==> src/logic/isaPkg.sv <==
// Instruction-set definitions for the 32-bit word-addressed teaching core
// field widths, opcode and ALU-op encodings, and the instruction word layout
`default_nettype none

package isaPkg;

    localparam int xlen = 32;
    localparam int regAddrW = 5;
    localparam int immW = 17;
    localparam int targetW = 27;

    typedef logic [xlen-1:0] wordT;
    typedef logic [regAddrW-1:0] regAddrT;

    typedef enum logic [4:0] {
        opR    = 5'd0,
        opJ    = 5'd1,
        opBne  = 5'd2,
        opAddi = 5'd5,
        opBlt  = 5'd6,
        opSw   = 5'd7,
        opLw   = 5'd8,
        opBeq  = 5'd10
    } opcodeT;

    typedef enum logic [4:0] {
        aluAdd = 5'd0,
        aluSub = 5'd1,
        aluAnd = 5'd2,
        aluOr  = 5'd3,
        aluSll = 5'd4,
        aluSra = 5'd5
    } aluOpT;

    // register form, bits 26..0
    typedef struct packed {
        regAddrT rd;
        regAddrT rs;
        regAddrT rt;
        logic [4:0] shamt;
        aluOpT aluOp;
        logic [1:0] unused;
    } rFieldsT;

    // immediate form shares rd and rs with the register form
    typedef struct packed {
        regAddrT rd;
        regAddrT rs;
        logic [immW-1:0] imm;
    } iFieldsT;

    typedef union packed {
        rFieldsT r;
        iFieldsT i;
        logic [targetW-1:0] target;
    } instrBodyT;

    typedef struct packed {
        opcodeT opcode;
        instrBodyT body;
    } instrT;

endpackage

`default_nettype wire
==> src/logic/pipePkg.sv <==
// Pipeline definitions: decoded control word, stage registers, bypass selects
`default_nettype none

package pipePkg;

    typedef enum logic [2:0] {
        brNone,
        brBne,
        brBlt,
        brBeq,
        brJump
    } branchT;

    // an all-zero control word is a bubble
    typedef struct packed {
        isaPkg::aluOpT aluOp;
        logic [4:0] shamt;
        logic useImm;
        logic regWrite;
        logic memRead;
        logic memWrite;
        branchT branch;
        isaPkg::regAddrT srcA;
        isaPkg::regAddrT srcB;
        isaPkg::regAddrT dest;
    } ctrlT;

    typedef struct packed {
        isaPkg::wordT pcPlus1;
        isaPkg::instrT instr;
    } idStageT;

    typedef struct packed {
        ctrlT ctrl;
        isaPkg::wordT pcPlus1;
        isaPkg::wordT operandA;
        isaPkg::wordT operandB;
        isaPkg::wordT immediate;
    } exStageT;

    typedef struct packed {
        ctrlT ctrl;
        isaPkg::wordT aluResult;
        isaPkg::wordT storeData;
    } memStageT;

    typedef struct packed {
        ctrlT ctrl;
        isaPkg::wordT writeValue;
    } wbStageT;

    typedef enum logic [1:0] {
        fwdReg,
        fwdMem,
        fwdWb
    } fwdSelT;

endpackage

`default_nettype wire

==> src/logic/cpuCore.sv <==
// Five-stage pipelined core: fetch, decode, execute, memory, writeback
// bypassing into execute and store data, one-cycle load-use stall,
// branches and jumps resolved in execute with a two-instruction flush
`timescale 1ns/1ps
`default_nettype none

module cpuCore #(
    parameter isaPkg::wordT resetPc = '0
) (
    input  logic          clock,
    input  logic          reset,
    output isaPkg::wordT  imemAddress,
    input  isaPkg::instrT instr,
    output isaPkg::wordT  dmemAddress,
    output isaPkg::wordT  dmemWriteData,
    output logic          wren,
    input  isaPkg::wordT  dmemReadData
);
    import isaPkg::*;
    import pipePkg::*;

    wordT pc;
    wordT pcPlus1;
    idStageT idStage;
    exStageT exStage;
    memStageT memStage;
    wbStageT wbStage;

    ctrlT decodeCtrl;
    wordT decodeImm;
    wordT readDataA;
    wordT readDataB;
    fwdSelT fwdA;
    fwdSelT fwdB;
    logic stall;

    wordT operandA;
    wordT operandB;
    wordT aluOperandB;
    wordT aluResult;
    logic isNotEqual;
    logic isLessThan;
    logic redirect;
    wordT redirectTarget;
    wordT memValue;
    wordT storeData;

    function automatic wordT bypass(fwdSelT sel, wordT regValue, wordT memVal, wordT wbVal);
        case (sel)
            fwdMem:  return memVal;
            fwdWb:   return wbVal;
            default: return regValue;
        endcase
    endfunction

    // fetch
    assign pcPlus1 = pc + wordT'(1);
    assign imemAddress = pc;

    always_ff @(posedge clock) begin
        if (reset) begin
            pc <= resetPc;
        end else if (redirect) begin
            pc <= redirectTarget;
        end else if (!stall) begin
            pc <= pcPlus1;
        end
    end

    always_ff @(posedge clock) begin
        if (reset || redirect) begin
            idStage <= '0;
        end else if (!stall) begin
            idStage.pcPlus1 <= pcPlus1;
            idStage.instr <= instr;
        end
    end

    // decode
    instrDecoder decoder0 (
        .instr(idStage.instr),
        .ctrl(decodeCtrl),
        .immediate(decodeImm)
    );

    regFile regFile0 (
        .clock(clock),
        .reset(reset),
        .readIndexA(decodeCtrl.srcA),
        .readIndexB(decodeCtrl.srcB),
        .readDataA(readDataA),
        .readDataB(readDataB),
        .writeEnable(wbStage.ctrl.regWrite),
        .writeIndex(wbStage.ctrl.dest),
        .writeData(wbStage.writeValue)
    );

    hazardUnit hazard0 (
        .decodeCtrl(decodeCtrl),
        .executeCtrl(exStage.ctrl),
        .memoryCtrl(memStage.ctrl),
        .writebackCtrl(wbStage.ctrl),
        .fwdA(fwdA),
        .fwdB(fwdB),
        .stall(stall)
    );

    // a stalled decode sends a bubble on
    always_ff @(posedge clock) begin
        if (reset || redirect || stall) begin
            exStage <= '0;
        end else begin
            exStage.ctrl <= decodeCtrl;
            exStage.pcPlus1 <= idStage.pcPlus1;
            exStage.operandA <= readDataA;
            exStage.operandB <= readDataB;
            exStage.immediate <= decodeImm;
        end
    end

    // execute
    assign memValue = memStage.ctrl.memRead ? dmemReadData : memStage.aluResult;
    assign operandA = bypass(fwdA, exStage.operandA, memValue, wbStage.writeValue);
    assign operandB = bypass(fwdB, exStage.operandB, memValue, wbStage.writeValue);
    assign aluOperandB = exStage.ctrl.useImm ? exStage.immediate : operandB;

    alu alu0 (
        .operandA(operandA),
        .operandB(aluOperandB),
        .aluOp(exStage.ctrl.aluOp),
        .shamt(exStage.ctrl.shamt),
        .result(aluResult),
        .isNotEqual(isNotEqual),
        .isLessThan(isLessThan)
    );

    // A is rs and B is rd, so rd < rs means B < A
    always_comb begin
        case (exStage.ctrl.branch)
            brBne:   redirect = isNotEqual;
            brBlt:   redirect = isNotEqual && !isLessThan;
            brBeq:   redirect = !isNotEqual;
            brJump:  redirect = 1'b1;
            default: redirect = 1'b0;
        endcase
    end

    assign redirectTarget = (exStage.ctrl.branch == brJump) ?
        {exStage.pcPlus1[xlen-1:targetW], exStage.immediate[targetW-1:0]} :
        exStage.pcPlus1 + exStage.immediate;

    always_ff @(posedge clock) begin
        if (reset) begin
            memStage <= '0;
        end else begin
            memStage.ctrl <= exStage.ctrl;
            memStage.aluResult <= aluResult;
            memStage.storeData <= operandB;
        end
    end

    // memory, with store data refreshed from writeback
    assign storeData = (wbStage.ctrl.regWrite && (wbStage.ctrl.dest == memStage.ctrl.srcB)) ?
                       wbStage.writeValue : memStage.storeData;
    assign dmemAddress = memStage.aluResult;
    assign dmemWriteData = storeData;
    assign wren = memStage.ctrl.memWrite;

    always_ff @(posedge clock) begin
        if (reset) begin
            wbStage <= '0;
        end else begin
            wbStage.ctrl <= memStage.ctrl;
            wbStage.writeValue <= memValue;
        end
    end

endmodule

`default_nettype wire

==> src/logic/hazardUnit.sv <==
// Hazard unit
// bypass selects for both execute operands and the load-use stall of decode
`timescale 1ns/1ps
`default_nettype none

module hazardUnit (
    input  pipePkg::ctrlT   decodeCtrl,
    input  pipePkg::ctrlT   executeCtrl,
    input  pipePkg::ctrlT   memoryCtrl,
    input  pipePkg::ctrlT   writebackCtrl,
    output pipePkg::fwdSelT fwdA,
    output pipePkg::fwdSelT fwdB,
    output logic            stall
);
    import isaPkg::*;
    import pipePkg::*;

    // a producer matches only if it writes a nonzero register
    function automatic logic producerMatch(ctrlT producer, regAddrT source);
        return producer.regWrite && (producer.dest != '0) && (producer.dest == source);
    endfunction

    // memory stage is younger, so it wins over writeback
    function automatic fwdSelT selectFor(regAddrT source, ctrlT mem, ctrlT wb);
        if (producerMatch(mem, source)) begin
            return fwdMem;
        end else if (producerMatch(wb, source)) begin
            return fwdWb;
        end
        return fwdReg;
    endfunction

    assign fwdA = selectFor(executeCtrl.srcA, memoryCtrl, writebackCtrl);
    assign fwdB = selectFor(executeCtrl.srcB, memoryCtrl, writebackCtrl);

    // load in execute feeding the instruction in decode
    assign stall = executeCtrl.memRead &&
                   (producerMatch(executeCtrl, decodeCtrl.srcA) ||
                    producerMatch(executeCtrl, decodeCtrl.srcB));

endmodule

`default_nettype wire

==> src/logic/alu.sv <==
// Execute-stage ALU
// add, sub, and, or, sll, sra with wrapping arithmetic, plus compare flags
`timescale 1ns/1ps
`default_nettype none

module alu (
    input  isaPkg::wordT  operandA,
    input  isaPkg::wordT  operandB,
    input  isaPkg::aluOpT aluOp,
    input  logic [4:0]    shamt,
    output isaPkg::wordT  result,
    output logic          isNotEqual,
    output logic          isLessThan
);
    import isaPkg::*;

    wordT difference;

    assign difference = operandA - operandB;

    always_comb begin
        case (aluOp)
            aluAdd:  result = operandA + operandB;
            aluSub:  result = difference;
            aluAnd:  result = operandA & operandB;
            aluOr:   result = operandA | operandB;
            aluSll:  result = operandA << shamt;
            aluSra:  result = wordT'($signed(operandA) >>> shamt);
            default: result = '0;
        endcase
    end

    // flags compare A against B, signed
    assign isNotEqual = (difference != '0);
    assign isLessThan = ($signed(operandA) < $signed(operandB));

endmodule

`default_nettype wire

==> src/logic/instrDecoder.sv <==
// Instruction decoder
// maps a raw instruction word to the pipeline control word and a 32-bit immediate
`timescale 1ns/1ps
`default_nettype none

module instrDecoder (
    input  isaPkg::instrT instr,
    output pipePkg::ctrlT ctrl,
    output isaPkg::wordT  immediate
);
    import isaPkg::*;
    import pipePkg::*;

    wordT signExtImm;
    wordT jumpTarget;

    assign signExtImm = {{(xlen-immW){instr.body.i.imm[immW-1]}}, instr.body.i.imm};
    assign jumpTarget = {{(xlen-targetW){1'b0}}, instr.body.target};

    always_comb begin
        ctrl = '0;
        immediate = signExtImm;
        case (instr.opcode)
            opR: begin
                // unsupported ALU ops stay a bubble
                if (instr.body.r.aluOp inside {aluAdd, aluSub, aluAnd, aluOr, aluSll, aluSra}) begin
                    ctrl.aluOp = instr.body.r.aluOp;
                    ctrl.shamt = instr.body.r.shamt;
                    ctrl.srcA = instr.body.r.rs;
                    ctrl.srcB = instr.body.r.rt;
                    ctrl.dest = instr.body.r.rd;
                end
            end
            opAddi, opLw, opSw: begin
                ctrl.aluOp = aluAdd;
                ctrl.useImm = 1'b1;
                ctrl.srcA = instr.body.i.rs;
                ctrl.memRead = (instr.opcode == opLw);
                ctrl.memWrite = (instr.opcode == opSw);
                // loads and stores name rd as the second source
                ctrl.srcB = (instr.opcode == opAddi) ? '0 : instr.body.i.rd;
                ctrl.dest = (instr.opcode == opSw) ? '0 : instr.body.i.rd;
            end
            opBne, opBlt, opBeq: begin
                ctrl.aluOp = aluSub;
                ctrl.srcA = instr.body.i.rs;
                ctrl.srcB = instr.body.i.rd;
                ctrl.branch = (instr.opcode == opBne) ? brBne :
                              (instr.opcode == opBlt) ? brBlt : brBeq;
            end
            opJ: begin
                ctrl.branch = brJump;
                immediate = jumpTarget;
            end
            default: begin
                ctrl = '0;
            end
        endcase
        // writes to r0 are dropped here so bubbles never match a source
        ctrl.regWrite = (ctrl.dest != '0);
    end

endmodule

`default_nettype wire

==> src/logic/regFile.sv <==
// Register file, 31 storage words plus a hardwired zero register
// two combinational read ports, one write port with write-through
`timescale 1ns/1ps
`default_nettype none

module regFile (
    input  logic            clock,
    input  logic            reset,
    input  isaPkg::regAddrT readIndexA,
    input  isaPkg::regAddrT readIndexB,
    output isaPkg::wordT    readDataA,
    output isaPkg::wordT    readDataB,
    input  logic            writeEnable,
    input  isaPkg::regAddrT writeIndex,
    input  isaPkg::wordT    writeData
);
    import isaPkg::*;

    wordT regs [1:2**regAddrW-1];
    logic doWrite;

    // r0 is never stored
    assign doWrite = writeEnable && (writeIndex != '0);

    function automatic wordT readPort(regAddrT index);
        if (index == '0) begin
            return '0;
        end else if (doWrite && (writeIndex == index)) begin
            return writeData;
        end
        return regs[index];
    endfunction

    always_comb begin
        readDataA = readPort(readIndexA);
        readDataB = readPort(readIndexB);
    end

    always_ff @(posedge clock) begin
        if (!reset && doWrite) begin
            regs[writeIndex] <= writeData;
        end
    end

endmodule

`default_nettype wire

==> config.mk <==
export PLATFORM = sky130hd
export DESIGN_NAME = cpuCore
export DESIGN_NICKNAME = d
export VERILOG_FILES = /design/src/logic/isaPkg.sv /design/src/logic/pipePkg.sv /design/src/logic/cpuCore.sv /design/src/logic/hazardUnit.sv /design/src/logic/alu.sv /design/src/logic/instrDecoder.sv /design/src/logic/regFile.sv
export SDC_FILE = /design/constraint.sdc
export NUM_CORES = 2
export LEC_CHECK = 0
export BUFFER_PORTS_ARGS = -buffer_cell sky130_fd_sc_hd__buf_2
export CAP_MARGIN = 30
export CORE_MARGIN = 2
export CORE_UTILIZATION = 49
export DETAILED_ROUTE_END_ITERATION = 6
export PLACE_DENSITY_LB_ADDON = 0.1
export SYNTH_ARGS = -nofsm -noshare
export SYNTH_HDL_FRONTEND = slang
export SYNTH_SLANG_ARGS = --single-unit
==> constraint.sdc <==
create_clock -name clock -period 7.35 [get_ports clock]
set_input_delay 0 -clock clock [delete_from_list [all_inputs] [get_ports clock]]
set_output_delay 0 -clock clock [all_outputs]
set_load 0.03 [all_outputs]
==> impl_metrics.py <==
metrics = {
    "status": {
        "outcome": "finished, violations left",
        "violations": "design-rule violations",
    },
    "clocking": {
        "clkSlewWorstSetupHoldPaths_ps": 60,
        "cts-root-buf": "clkbuf_16",
        "insertion_delay_ps": 820,
        "cts_tree": "yes",
        "clock_sinks": 1359,
        "clk_path_buf_depth": 3,
        "htree_levels": 4,
        "cts_buffers": 149,
    },
    "finish": {
        "fillers": 13000,
        "nets": 8111,
        "mostFrequentLayoutCells": "nand2_1, edfxtp_1, nand3_1, a21oi_1, dfxtp_1",
        "syn2layout_area_growth_pct": 13.5,
        "layout-drive-gt1-share_pct": 12.0,
        "final_common_cell": "nand2_1",
        "fin_cells": 9963,
    },
    "place": {
        "hpwl_um": 196000,
        "numPortBuffers": 162,
        "placedCellCount": 9605,
        "gp_congestion": 1.05,
    },
    "worst_setup_path": {
        "worstPathArrival_ps": 7750,
        "start_kind": "register",
        "critPathKind": "reg2reg",
        "worstPathRequired_ps": 8070,
        "crit_fanout": 32,
        "end_kind": "register",
    },
    "sta": {
        "relSlewSlack_pct": 25.3,
        "fin_crit_sh_pct": 95.6,
        "slew_violations": 0,
        "skew_ps": 57.4,
        "max_freq_mhz": 142,
        "worst_pin_slew_ps": 1110,
        "fin_tns_setup_ps": 0,
        "setup-violations-final": 0,
        "period_needed_ps": 7030,
        "finalHoldViolations": 0,
    },
    "floorplan": {
        "die_y_um": 391,
        "ioPinCount": 163,
        "start_util_pct": 49.5,
        "die_area_mm2": 0.152,
        "fp.dieW_um": 391,
        "core_area_mm2": 0.148,
        "rows": 141,
    },
    "synth": {
        "yosysWarnings": 0,
        "yosysSeqAreaShare_pct": 50.7,
        "ys_seq_elements": 1359,
        "synth_edf_count": 992,
        "mappedNetlistArea_mm2": 0.0732,
        "ys_types": 89,
        "avgSynthCellArea_um2": 9.36,
        "synthArstFlopShare_pct": 0,
        "synthCells": 7818,
        "ys_dominant_reg_cell": "edfxtp_1",
    },
    "global_route": {
        "antenna_found_initial": 12,
        "grt_max_degree": 131,
        "grtUsageTotal_pct": 39.9,
        "grt_pass1_vias": 62900,
        "overflow": 0,
        "grt_first_pass_wirelength_um": 444000,
    },
    "power_and_ir_drop": {
        "power_density_mw_per_mm2": 240,
        "peakVddDrop_mv": 0.196,
        "p_leak_nw": 30.5,
    },
    "detailed_routing": {
        "wl_per_cell_um": 31.4,
        "dr_total_vias": 67000,
        "first_iter_violations": 9749,
        "drc": 6,
        "routed_wirelength_um": 313000,
        "antenna_left": 0,
        "via_per_inst": 6.73,
        "drtPass1Iterations": 7,
    },
    "hold_path": {
        "worstHoldPathType": "in2reg",
    },
    "job": {
        "drv_cap": 0,
    },
}
-- cells in the mapped netlist, drive strengths merged (145+ instances only) --
master  number  area, um^2
a211oi     145        1090
a21oi      431        2160
a31oi      186        1160
and3       184        1150
clkbuf     520        1950
dfxtp      367        7350
edfxtp     992       29800
mux2i      196        1970
nand2     1830        6870
nand3      570        2850
nor2       392        1470
o21ai      189         946
o221ai     192        1680
-- cell families (layout without fill, tap and decap cells) --
family                   after synthesis  count (layout)  share of synthesized area (%)
buffers and inverters                766             978                           4.16
XOR/XNOR                             162             162                           1.94
multiplexers                         320             320                           4.89
flip-flops                          1359            1359                           50.7
AO/OA/AOI/OAI                       1641            1641                           15.2
AND/OR/NAND/NOR                     3438            3438                           20.8
other                                  1               4                        0.00512
adder cells (fa/ha/maj)              131             131                           2.27
-- final timing paths --
path               start            to  slack (ps)  cells past startpoint
min            instr[15]   idStage[15]          40                      4
min reg2reg  idStage[63]  exStage[127]         450                      1
max reg2reg  wbStage[35]  exStage[154]         320                     27
max          wbStage[35]  exStage[154]         320                     27
-- worst max-delay path, cell delays in order (launching register included) --
cell and delay, ps:
dfxtp_1 400, or3_1 180, o31ai_2 80, nor4_2 430, buf_12 280, mux2_2 360
nand2_1 60, o21ai_0 100, mux2_2 320, ha_1 250, fa_1 500, nor2_1 220
o311ai_1 120, buf_4 170, a21oi_1 470, o21ai_0 280, buf_4 230, a41oi_1 230
xnor2_1 150, buf_4 150, o2111ai_1 220, nor4_4 270, buf_4 290, mux2i_4 360
nor3b_4 290, buf_4 190, buf_12 150, and3_1 170
-- timing repair --
action | 4_1_cts | 5_1_grt
setup endpoints to repair | 0 | 221
hold endpoints to repair | 90 | 0
buffers inserted | 0 | 0
gates resized for setup | 0 | 11
hold buffers | 88 | 0
-- sequential cells by signal (all words and copies together) (netlist names) --
signal,flops
regFile0.regs,992
exStage,156
idStage,64
memStage,44
wbStage,38
dmemAddress,32
imemAddress,32
wren,1
-- per-stage QoR --
stage	power, mW	util, %	setup slack, ps	instance area (um^2)	hold WS, ps
2_1_floorplan	10.8	-	555	73200	122
3_3_place_gp	12.4	52.2	362	77200	201
3_5_place_dp	12.4	52.3	312	77300	206
4_1_cts	19.8	56.1	245	83100	5.95
5_1_grt	20.4	56.1	-13.3	83100	46.9
6_report	19.9	56.1	322	83100	42.3
-- cell type report --
type	count	area, um^2	share of cell area, %
antenna	2	5.00	0.00602
clock buffer	191	4030	4.85
clock inverter	77	812	0.977
inverter	112	425	0.512
multi-input combinational	5694	33500	40.4
sequential	1359	37100	44.7
tap	1930	2410	2.91
timing repair buffer	598	4730	5.70
-- where the power goes --
group	internal (mW)	switching, mW	leakage (nW)
logic	1.29	2.70	16.6
registers	8.25	0.145	11.5
clock network	4.21	3.31	2.37
total	13.8	6.15	30.5
-- per-layer routing --
layer / global-route usage [%] / wire length [um]
met3: 7.71 / 35300
met1: 54.7 / 123000
met5: 0 / 99
met4: 22.3 / 20000
met2: 59.4 / 135000
Power figures use the tool's default switching activity.
